$ cat src/common/cgu_pkg.sv
// clock gating unit definitions
package cgu_pkg;

  // --------------------
  // agent ism encoding, as driven on ism_out
  typedef enum logic [2:0]
  {
    AGT_IDLE        = 3'b000,
    AGT_ACTIVE_REQ  = 3'b001,
    AGT_IDLE_REQ    = 3'b010,
    AGT_ACTIVE      = 3'b011,
    AGT_CREDIT_REQ  = 3'b100,
    AGT_CREDIT_INIT = 3'b101,
    AGT_CREDIT_DONE = 3'b110   // 3'b111 unused
  } agent_state_e;

  // --------------------
  // fabric ism encoding, as seen on ism_in
  typedef enum logic [2:0]
  {
    FAB_IDLE        = 3'b000,
    FAB_ACTIVE_REQ  = 3'b001,
    FAB_IDLE_NAK    = 3'b010,  // fabric refuses the idle request
    FAB_ACTIVE      = 3'b011,
    FAB_CREDIT_REQ  = 3'b100,  // fabric asks for credit reinit
    FAB_CREDIT_INIT = 3'b101,
    FAB_CREDIT_ACK  = 3'b110
  } fabric_state_e;

  // --------------------
  // one-hot view of the agent state register
  typedef struct packed
  {
    logic active;
    logic activereq;
    logic idle;
    logic idlereq;
    logic creditreq;
    logic creditinit;
    logic creditdone;
  } ism_status_t;

  // default width of the idle counter and of cfg_idlecnt
  localparam int unsigned IDLE_CNT_W_DEF = 8;

endpackage

$ cat src/ism/agent_ism.sv
// agent idle state machine
`timescale 1ns/1ns

module agent_ism
(
  input  logic                   clk,
  input  logic                   rst_b,
  input  logic                   side_clk_valid,   // sideband clock is running
  input  logic                   int_pok,          // agent is powered
  input  logic                   force_creditreq,  // local request for credit reinit
  input  logic                   idle,             // idle limit reached
  input  logic                   ip_wake,          // agent has work
  input  logic                   init_done,        // credit init finished
  input  cgu_pkg::fabric_state_e ism_in,
  output cgu_pkg::agent_state_e  ism_out,
  output cgu_pkg::ism_status_t   ism_status,
  output logic                   credit_reinit     // one cycle on fabric forced reinit
);

  cgu_pkg::agent_state_e state_d;
  logic                  init_pend;    // credit init still owed since reset
  logic                  init_pend_d;
  logic                  reinit_d;

  // --------------------
  // next state, every arc waits for the other side's state
  always_comb
  begin
    state_d     = ism_out;   // hold by default, fabric back-pressure
    init_pend_d = init_pend;
    reinit_d    = 1'b0;
    case (ism_out)
      cgu_pkg::AGT_IDLE:
      begin
        if (init_pend)
        begin
          // first credit request once clock and power are good
          if (side_clk_valid & int_pok)
          begin
            state_d     = cgu_pkg::AGT_CREDIT_REQ;
            init_pend_d = 1'b0;
          end
        end
        else if (ism_in == cgu_pkg::FAB_CREDIT_REQ)
        begin
          state_d  = cgu_pkg::AGT_CREDIT_REQ;
          reinit_d = 1'b1;                          // fabric forced entry
        end
        else if (force_creditreq)
          state_d = cgu_pkg::AGT_CREDIT_REQ;        // local reinit, no credit_reinit
        else if (ip_wake | (ism_in == cgu_pkg::FAB_ACTIVE_REQ))
          state_d = cgu_pkg::AGT_ACTIVE_REQ;
      end
      cgu_pkg::AGT_ACTIVE_REQ:
        if (ism_in == cgu_pkg::FAB_ACTIVE)
          state_d = cgu_pkg::AGT_ACTIVE;
      cgu_pkg::AGT_ACTIVE:
        if (idle)
          state_d = cgu_pkg::AGT_IDLE_REQ;
      cgu_pkg::AGT_IDLE_REQ:
      begin
        if (ism_in == cgu_pkg::FAB_IDLE)
          state_d = cgu_pkg::AGT_IDLE;
        else if (ism_in == cgu_pkg::FAB_IDLE_NAK)
          state_d = cgu_pkg::AGT_ACTIVE;            // idle refused, back to work
      end
      cgu_pkg::AGT_CREDIT_REQ:
        if (ism_in == cgu_pkg::FAB_CREDIT_ACK)
          state_d = cgu_pkg::AGT_CREDIT_INIT;
      cgu_pkg::AGT_CREDIT_INIT:
        if (init_done)
          state_d = cgu_pkg::AGT_CREDIT_DONE;
      cgu_pkg::AGT_CREDIT_DONE:
        if (ism_in == cgu_pkg::FAB_IDLE)
          state_d = cgu_pkg::AGT_IDLE;
      default:
        state_d = cgu_pkg::AGT_IDLE;                // unused code, recover
    endcase
  end

  // --------------------
  // state, pending init and reinit flops
  always_ff @(posedge clk or negedge rst_b)
  begin
    if (~rst_b)
    begin
      ism_out       <= cgu_pkg::AGT_IDLE;
      init_pend     <= 1'b1;   // reset always owes a credit init
      credit_reinit <= 1'b0;
    end
    else
    begin
      ism_out       <= state_d;
      init_pend     <= init_pend_d;
      credit_reinit <= reinit_d;   // high for the first CREDIT_REQ cycle only
    end
  end

  // status flags straight off the state register
  always_comb
  begin
    ism_status            = '0;
    ism_status.active     = (ism_out == cgu_pkg::AGT_ACTIVE);
    ism_status.activereq  = (ism_out == cgu_pkg::AGT_ACTIVE_REQ);
    ism_status.idle       = (ism_out == cgu_pkg::AGT_IDLE);
    ism_status.idlereq    = (ism_out == cgu_pkg::AGT_IDLE_REQ);
    ism_status.creditreq  = (ism_out == cgu_pkg::AGT_CREDIT_REQ);
    ism_status.creditinit = (ism_out == cgu_pkg::AGT_CREDIT_INIT);
    ism_status.creditdone = (ism_out == cgu_pkg::AGT_CREDIT_DONE);
  end

endmodule

$ cat src/ism/credit_init_seq.sv
// credit initialization sequencer
`timescale 1ns/1ns

module credit_init_seq
(
  input  logic                   clk,
  input  logic                   rst_b,
  input  cgu_pkg::fabric_state_e ism_in,
  input  cgu_pkg::ism_status_t   ism_status,
  input  logic                   credit_init_done,  // pulse from the credit counters
  output logic                   credit_init,       // credit exchange may run
  output logic                   init_done          // lets the agent ism leave CREDIT_INIT
);

  typedef enum logic [1:0]
  {
    SEQ_IDLE = 2'b00,
    SEQ_HOLD = 2'b01,   // credit_init held high
    SEQ_DONE = 2'b10    // waiting for fabric idle
  } seq_state_e;

  seq_state_e seq_q;

  // --------------------
  // sequencer
  always_ff @(posedge clk or negedge rst_b)
  begin
    if (~rst_b)
      seq_q <= SEQ_IDLE;
    else
    begin
      case (seq_q)
        SEQ_IDLE:
          // agent asks, fabric acks, same edge as agent enters CREDIT_INIT
          if (ism_status.creditreq & (ism_in == cgu_pkg::FAB_CREDIT_ACK))
            seq_q <= SEQ_HOLD;
        SEQ_HOLD:
          if (credit_init_done)
            seq_q <= SEQ_DONE;
        SEQ_DONE:
          if (ism_in == cgu_pkg::FAB_IDLE)
            seq_q <= SEQ_IDLE;
        default:
          seq_q <= SEQ_IDLE;
      endcase
    end
  end

  // tracks agent CREDIT_INIT cycle for cycle
  assign credit_init = (seq_q == SEQ_HOLD);

  // the pulse itself or the sticky done state
  assign init_done = credit_init_done | (seq_q == SEQ_DONE);

endmodule

$ cat src/logic/idle_gate_ctrl.sv
// idle counter and clock gating terms
`timescale 1ns/1ns

module idle_gate_ctrl
#(
  parameter int unsigned IDLE_CNT_W = 8
)
(
  input  logic                   clk,
  input  logic                   rst_b,
  input  logic                   cfg_clkgaten,   // clock gating enable
  input  logic [IDLE_CNT_W-1:0]  cfg_idlecnt,    // idle limit in cycles
  input  logic                   count_idle,     // agent has nothing queued
  input  logic                   ip_idle,        // agent allows its clock to stop
  input  logic                   int_pok,
  input  cgu_pkg::fabric_state_e ism_in,
  input  cgu_pkg::ism_status_t   ism_status,
  input  logic                   credit_reinit,
  output logic                   maxidlecnt,     // idle limit reached
  output logic                   idle,           // to the agent ism, request idle
  output logic                   ip_wake,        // to the agent ism, leave idle
  output logic                   cg_inprogress,  // local clock may be gated
  output logic                   ism_idle        // both ism sides idle
);

  logic [IDLE_CNT_W-1:0] idle_cnt;
  logic                  cnt_clr;

  // --------------------
  // idle counter
  // counting needs both sides ACTIVE with gating enabled
  assign cnt_clr = ~count_idle |
                   ~ism_status.active |
                   (ism_in != cgu_pkg::FAB_ACTIVE) |
                   ~cfg_clkgaten;

  always_ff @(posedge clk or negedge rst_b)
  begin
    if (~rst_b)
      idle_cnt <= '0;
    else if (cnt_clr)
    begin
      if (idle_cnt != '0)              // only write on a real change
        idle_cnt <= '0;
    end
    else if (~maxidlecnt)
      idle_cnt <= idle_cnt + 1'b1;     // stops at the limit
  end

  assign maxidlecnt = (idle_cnt >= cfg_idlecnt) & cfg_clkgaten;

  // --------------------
  // ism request terms
  assign idle    = count_idle & maxidlecnt & cfg_clkgaten;
  assign ip_wake = ~ip_idle;

  // powered up, the ism decides; powered down, ip_idle alone so the port
  // can still wake up and reject messages
  assign cg_inprogress = (ism_status.idle & ip_idle & int_pok) |
                         (ip_idle & ~int_pok);

  // a reinit holds the port out of idle unless power is off
  assign ism_idle = ism_status.idle &
                    (ism_in == cgu_pkg::FAB_IDLE) &
                    (~credit_reinit | ~int_pok);

endmodule

$ cat src/logic/sb_cgu.sv
// sideband clock gating unit
`timescale 1ns/1ns

module sb_cgu
#(
  parameter int unsigned IDLE_CNT_W = cgu_pkg::IDLE_CNT_W_DEF
)
(
  input  logic                   clk,
  input  logic                   rst_b,
  input  logic                   force_creditreq,
  input  logic                   cfg_clkgaten,
  input  logic [IDLE_CNT_W-1:0]  cfg_idlecnt,
  input  logic                   side_clk_valid,
  input  cgu_pkg::fabric_state_e ism_in,
  input  logic                   ip_idle,
  input  logic                   count_idle,
  input  logic                   credit_init_done,
  input  logic                   int_pok,
  output cgu_pkg::agent_state_e  ism_out,
  output logic                   maxidlecnt,
  output logic                   cg_inprogress,
  output logic                   ism_idle,
  output logic                   credit_init,
  output logic                   credit_reinit,
  output cgu_pkg::ism_status_t   ism_status
);

  logic idle;        // idle limit hit, ask fabric for idle
  logic ip_wake;     // agent wants the link back
  logic init_done;   // credit init finished

  // --------------------
  // agent ism
  agent_ism u_agent_ism
  (
    .clk             (clk),
    .rst_b           (rst_b),
    .side_clk_valid  (side_clk_valid),
    .int_pok         (int_pok),
    .force_creditreq (force_creditreq),
    .idle            (idle),
    .ip_wake         (ip_wake),
    .init_done       (init_done),
    .ism_in          (ism_in),
    .ism_out         (ism_out),
    .ism_status      (ism_status),
    .credit_reinit   (credit_reinit)
  );

  // --------------------
  // credit init handshake
  credit_init_seq u_credit_init_seq
  (
    .clk              (clk),
    .rst_b            (rst_b),
    .ism_in           (ism_in),
    .ism_status       (ism_status),
    .credit_init_done (credit_init_done),
    .credit_init      (credit_init),
    .init_done        (init_done)
  );

  // --------------------
  // idle counting and gating indicators
  idle_gate_ctrl #(
    .IDLE_CNT_W (IDLE_CNT_W)
  ) u_idle_gate_ctrl
  (
    .clk           (clk),
    .rst_b         (rst_b),
    .cfg_clkgaten  (cfg_clkgaten),
    .cfg_idlecnt   (cfg_idlecnt),
    .count_idle    (count_idle),
    .ip_idle       (ip_idle),
    .int_pok       (int_pok),
    .ism_in        (ism_in),
    .ism_status    (ism_status),
    .credit_reinit (credit_reinit),
    .maxidlecnt    (maxidlecnt),
    .idle          (idle),
    .ip_wake       (ip_wake),
    .cg_inprogress (cg_inprogress),
    .ism_idle      (ism_idle)
  );

endmodule

$ cat config.mk
export PLATFORM = sky130hd
export DESIGN_NAME = sb_cgu
export DESIGN_NICKNAME = d
export VERILOG_FILES = /design/src/common/cgu_pkg.sv /design/src/ism/agent_ism.sv /design/src/ism/credit_init_seq.sv /design/src/logic/idle_gate_ctrl.sv /design/src/logic/sb_cgu.sv
export SDC_FILE = /design/constraint.sdc
export NUM_CORES = 1
export LEC_CHECK = 0
export CAP_MARGIN = 40
export CORE_AREA = 2 2 67 69
export DETAILED_ROUTE_END_ITERATION = 10
export DIE_AREA = 0 0 69 71
export DONT_BUFFER_PORTS = 1
export PLACE_DENSITY = 0.38
export SETUP_SLACK_MARGIN = 0.5
export SYNTH_ARGS = -nofsm -noshare
export SYNTH_HDL_FRONTEND = slang
export SYNTH_SLANG_ARGS = --single-unit
$ cat constraint.sdc
create_clock -name clk -period 3.3 [get_ports clk]
set_input_delay 0.825 -clock clk [delete_from_list [all_inputs] [get_ports clk]]
set_output_delay 0.825 -clock clk [all_outputs]
set_load 0.05 [all_outputs]
==> results.md <==
| Item | Value | Unit |
|---|---|---|
| Clock insertion delay at the later pin of the skew report | 0.25 | ns |
| Unrepaired setup endpoints after global routing | true | - |
| Yosys warning count | 0 | - |
| First-iteration detailed-routing DRC count | 38 | - |
| Critical-path maximum fanout | 2 | - |
| Number of distinct standard cells referenced by the synthesized netlist | 45 | - |
| Seq cells post-synth | 15 | - |
| Antenna cells | 0 | - |
| Slew @ Worst Pin | 0.895 | ns |
| Layout fillers | 441 | - |
| Via total after detailed routing | 1104 | - |
| Largest family of logic cells by synthesized area | simple AND/OR/NAND/NOR gates | - |
| Total setup buffers inserted after CTS | 0 | - |
| Initial antenna violation count | 0 | - |
| Top flip-flop cell by instance count after synthesis | dfrtp_1 | - |
| Root buf cell | clkbuf_8 | - |
| Area grow syn2layout | 21.2 | % |
| Height of the chip | 71 | um |
| Buffer levels on the longest clock path | 2 | - |
| Proportion of register bits with asynchronous set or reset after synthesis | 100 | % |
| Final number of setup-violating endpoints | 0 | - |
| Final worst setup slack | 0.516 | ns |
| Parity-gate share of the synthesized area counting xor and xnor cells | 0.733 | % |
| Overall fraction of global-route tracks in use | 13.1 | % |
| Result of the run | finished, final reports clean | - |
| Number of global-route vias before repair | 1077 | - |
| Share of cells above drive strength 1 | 21.6 | % |
| Clock-pin slew on the worst setup and hold paths | 0.07 | ns |
| Portion of the clock cycle consumed by the worst path in the final layout | 84.4 | % |
| Worst Setup Path Type | input pin to output pin | - |
| Max-capacitance violation count | 0 | - |
| Placed Cells incl. Taps | 201 | - |
| Element type at the critical path end | output pin | - |
| Power Density | 552 | nW/um^2 |
| Remaining global-route overflow | 0 | - |
| Area occupied by multi-input gates | 818 | um^2 |
| Worst-case headroom to the max-slew limit | 40.1 | % |
| Top achievable clock speed | 359 | MHz |
| Net count after synthesis | 176 | - |
| Adder-cell area share of the yosys netlist | 10.5 | % |
| Half-perimeter wire length after placement | 2.48 | mm |
| IO Port Bufs | 0 | - |
| Clock tree from TritonCTS | yes | - |
| Portion of netlist area occupied by mux cells | 0 | % |
| Number of nets with antenna violations after routing | 0 | - |
| Setup TNS | 0 | ns |
| DRT Pass-1 Iters | 4 | - |
| DRC errors left | 0 | - |
| # IOs | 35 | - |
| Number of instances in the synthesized netlist | 146 | - |
| Hold bufs inserted after CTS | 0 | - |
| Final GP Congestion | 0.713 | - |
| Register Area | 378 | um^2 |
| Number of H-tree branching levels | 1 | - |
| Seq/Total Area, Yosys | 31.5 | % |
| CTS Sinks | 15 | - |
| Final design utilization | 34.4 | % |
| Maximum number of pins on one net before global-route repair | 18 | - |
| Simple-gate portion of the synthesized area | 27.2 | % |
| Most frequent cells in the layout | 13 x dfrtp_1, 11 x nand2_1, 10 x inv_1, 9 x buf_4, 8 x a21oi_1 | - |
| Worst EP required | 2.47 | ns |
| Final worst path period need | 2.78 | ns |
| Final std cells w/o fill | 205 | - |
| Total Routed Length | 3.15 | mm |
| Startpoint class of the critical path | input pin | - |
| DP Worst Slack | 0.480 | ns |
| Layout net count | 184 | - |
| Number of flops mapped to enable cells by yosys | 0 | - |
| Wire per inst | 15.4 | um |
| Complex-gate fraction of the synthesized area | 23.2 | % |
| Avg Synthesized Cell Area | 8.18 | um^2 |
| Vias per cell | 5.39 | - |
| Total standard cell area after synthesis | 1190 | um^2 |
| Standard cell core area | 4200 | um^2 |
| Most common library cell in the layout ignoring fill and taps | dfrtp_1 | - |
| Final Max Slew Viols | 0 | - |
| Endpoint arrival time on the critical path | 1.96 | ns |
| Worst ir drop on vdd | 494 | uV |
| Static leakage power | 0.610 | nW |
| Die outline width | 69 | um |
| Total die area | 4900 | um^2 |
| Effective utilization at floorplan | 28.4 | % |
| Global-route wire length before repair | 5.18 | mm |
| Clock Skew | 0.00514 | ns |
| Path type of the worst min-delay path | input pin to asynchronous set/reset pin | - |
| Final hold vios | 0 | - |
| CTS Buf Count | 3 | - |
| Cell Rows | 24 | - |
[report_power, final]
part / internal (W) / total (W) / leakage (nW) / switching (W)
logic: 0.000126 / 0.000392 / 0.391 / 0.000267
clock network: 0.0000854 / 0.000152 / 0.0228 / 0.0000668
registers: 0.000205 / 0.000255 / 0.196 / 0.0000503
total: 0.000416 / 0.000800 / 0.610 / 0.000384
[logic make-up after synthesis]
group           Yosys count
simple gates             59
compound gates           40
fa+ha+maj                10
flops                    15
buf+inv                  21
xor+xnor                  1
[critical path: stages]
cell and delay [ns]:
inv_12 0.01, ha_4 0.14, or4_4 0.54, a21oi_4 0.15, o31ai_4 0.08, and2_4 0.21
[stage by stage]
stage,total power [W],area (um^2),hold WS (ns)
6_report,0.000800,1450,0.267
5_1_grt,0.000847,1450,0.255
4_1_cts,0.000810,1450,0.259
3_5_place_dp,0.000652,1390,0.475
3_3_place_gp,0.000648,1380,0.479
2_1_floorplan,0.000571,1290,0.449
[synthesized netlist by cell type (2+ instances only)]
library cell,count,area share [%]
or3_1,7,3.7
o211ai_1,3,1.9
nor3b_1,4,2.5
o21ai_0,7,2.9
o21ai_1,2,0.84
nor4_1,5,2.6
nand2b_1,3,1.6
nor2_1,7,2.2
nor3_1,6,2.5
ha_1,10,10
dfrtp_1,14,29
inv_1,13,4.1
nand3_1,6,2.5
o21a_1,3,1.9
nand3b_1,2,1.3
buf_2,2,0.84
and3_1,2,1.0
a21oi_1,8,3.4
nand2_1,11,3.5
a21o_1,2,1.3
inv_2,2,0.63
clkbuf_1,4,1.3
[cell type report]
cell class                      instances  share of cell area (%)
Timing Repair Buffer                    9                    4.67
Sequential cell                        15                    26.1
Clock buffer                            4                    3.11
Tap cell                               52                    4.49
Multi-Input combinational cell        110                    56.5
Inverter                               15                    5.10
[state kept, by name (all words and copies together), names as in the netlist]
signal / cells
u_credit_init_seq.seq_q: 2
u_agent_ism.init_pend: 1
u_agent_ism.credit_reinit: 1
u_agent_ism.ism_out: 3
u_idle_gate_ctrl.idle_cnt: 8
[final timing paths]
check / startpoint / end / slack [ns] / cells past startpoint
worst max register to register: u_idle_gate_ctrl.idle_cnt[4] / u_idle_gate_ctrl.idle_cnt[6] / 0.93 / 7
worst min-delay path: rst_b / u_agent_ism.ism_out[0] / 0.27 / 0
worst min register to register: u_agent_ism.init_pend / u_agent_ism.init_pend / 0.49 / 1
worst max-delay path: cfg_idlecnt[4] / maxidlecnt / 0.52 / 6
max in group asynchronous: rst_b / u_agent_ism.init_pend / 2.86 / 0
min in group clk: u_agent_ism.init_pend / u_agent_ism.init_pend / 0.49 / 1
[repair_timing]
action / in CTS / in global routing
resized for setup: 3 / 1
setup endpoints to repair: 1 / 1
pin swaps: 3 / 1
[routing by layer]
layer	vias up	wire [um]	GRT usage (%)
met3	4	154	2.28
met2	31	1530	21.8
met5	-	0	0
met4	0	54	6.10
li1	543	-	-
met1	526	1410	16.5
No activity file was read; power rests on OpenSTA's default activity.
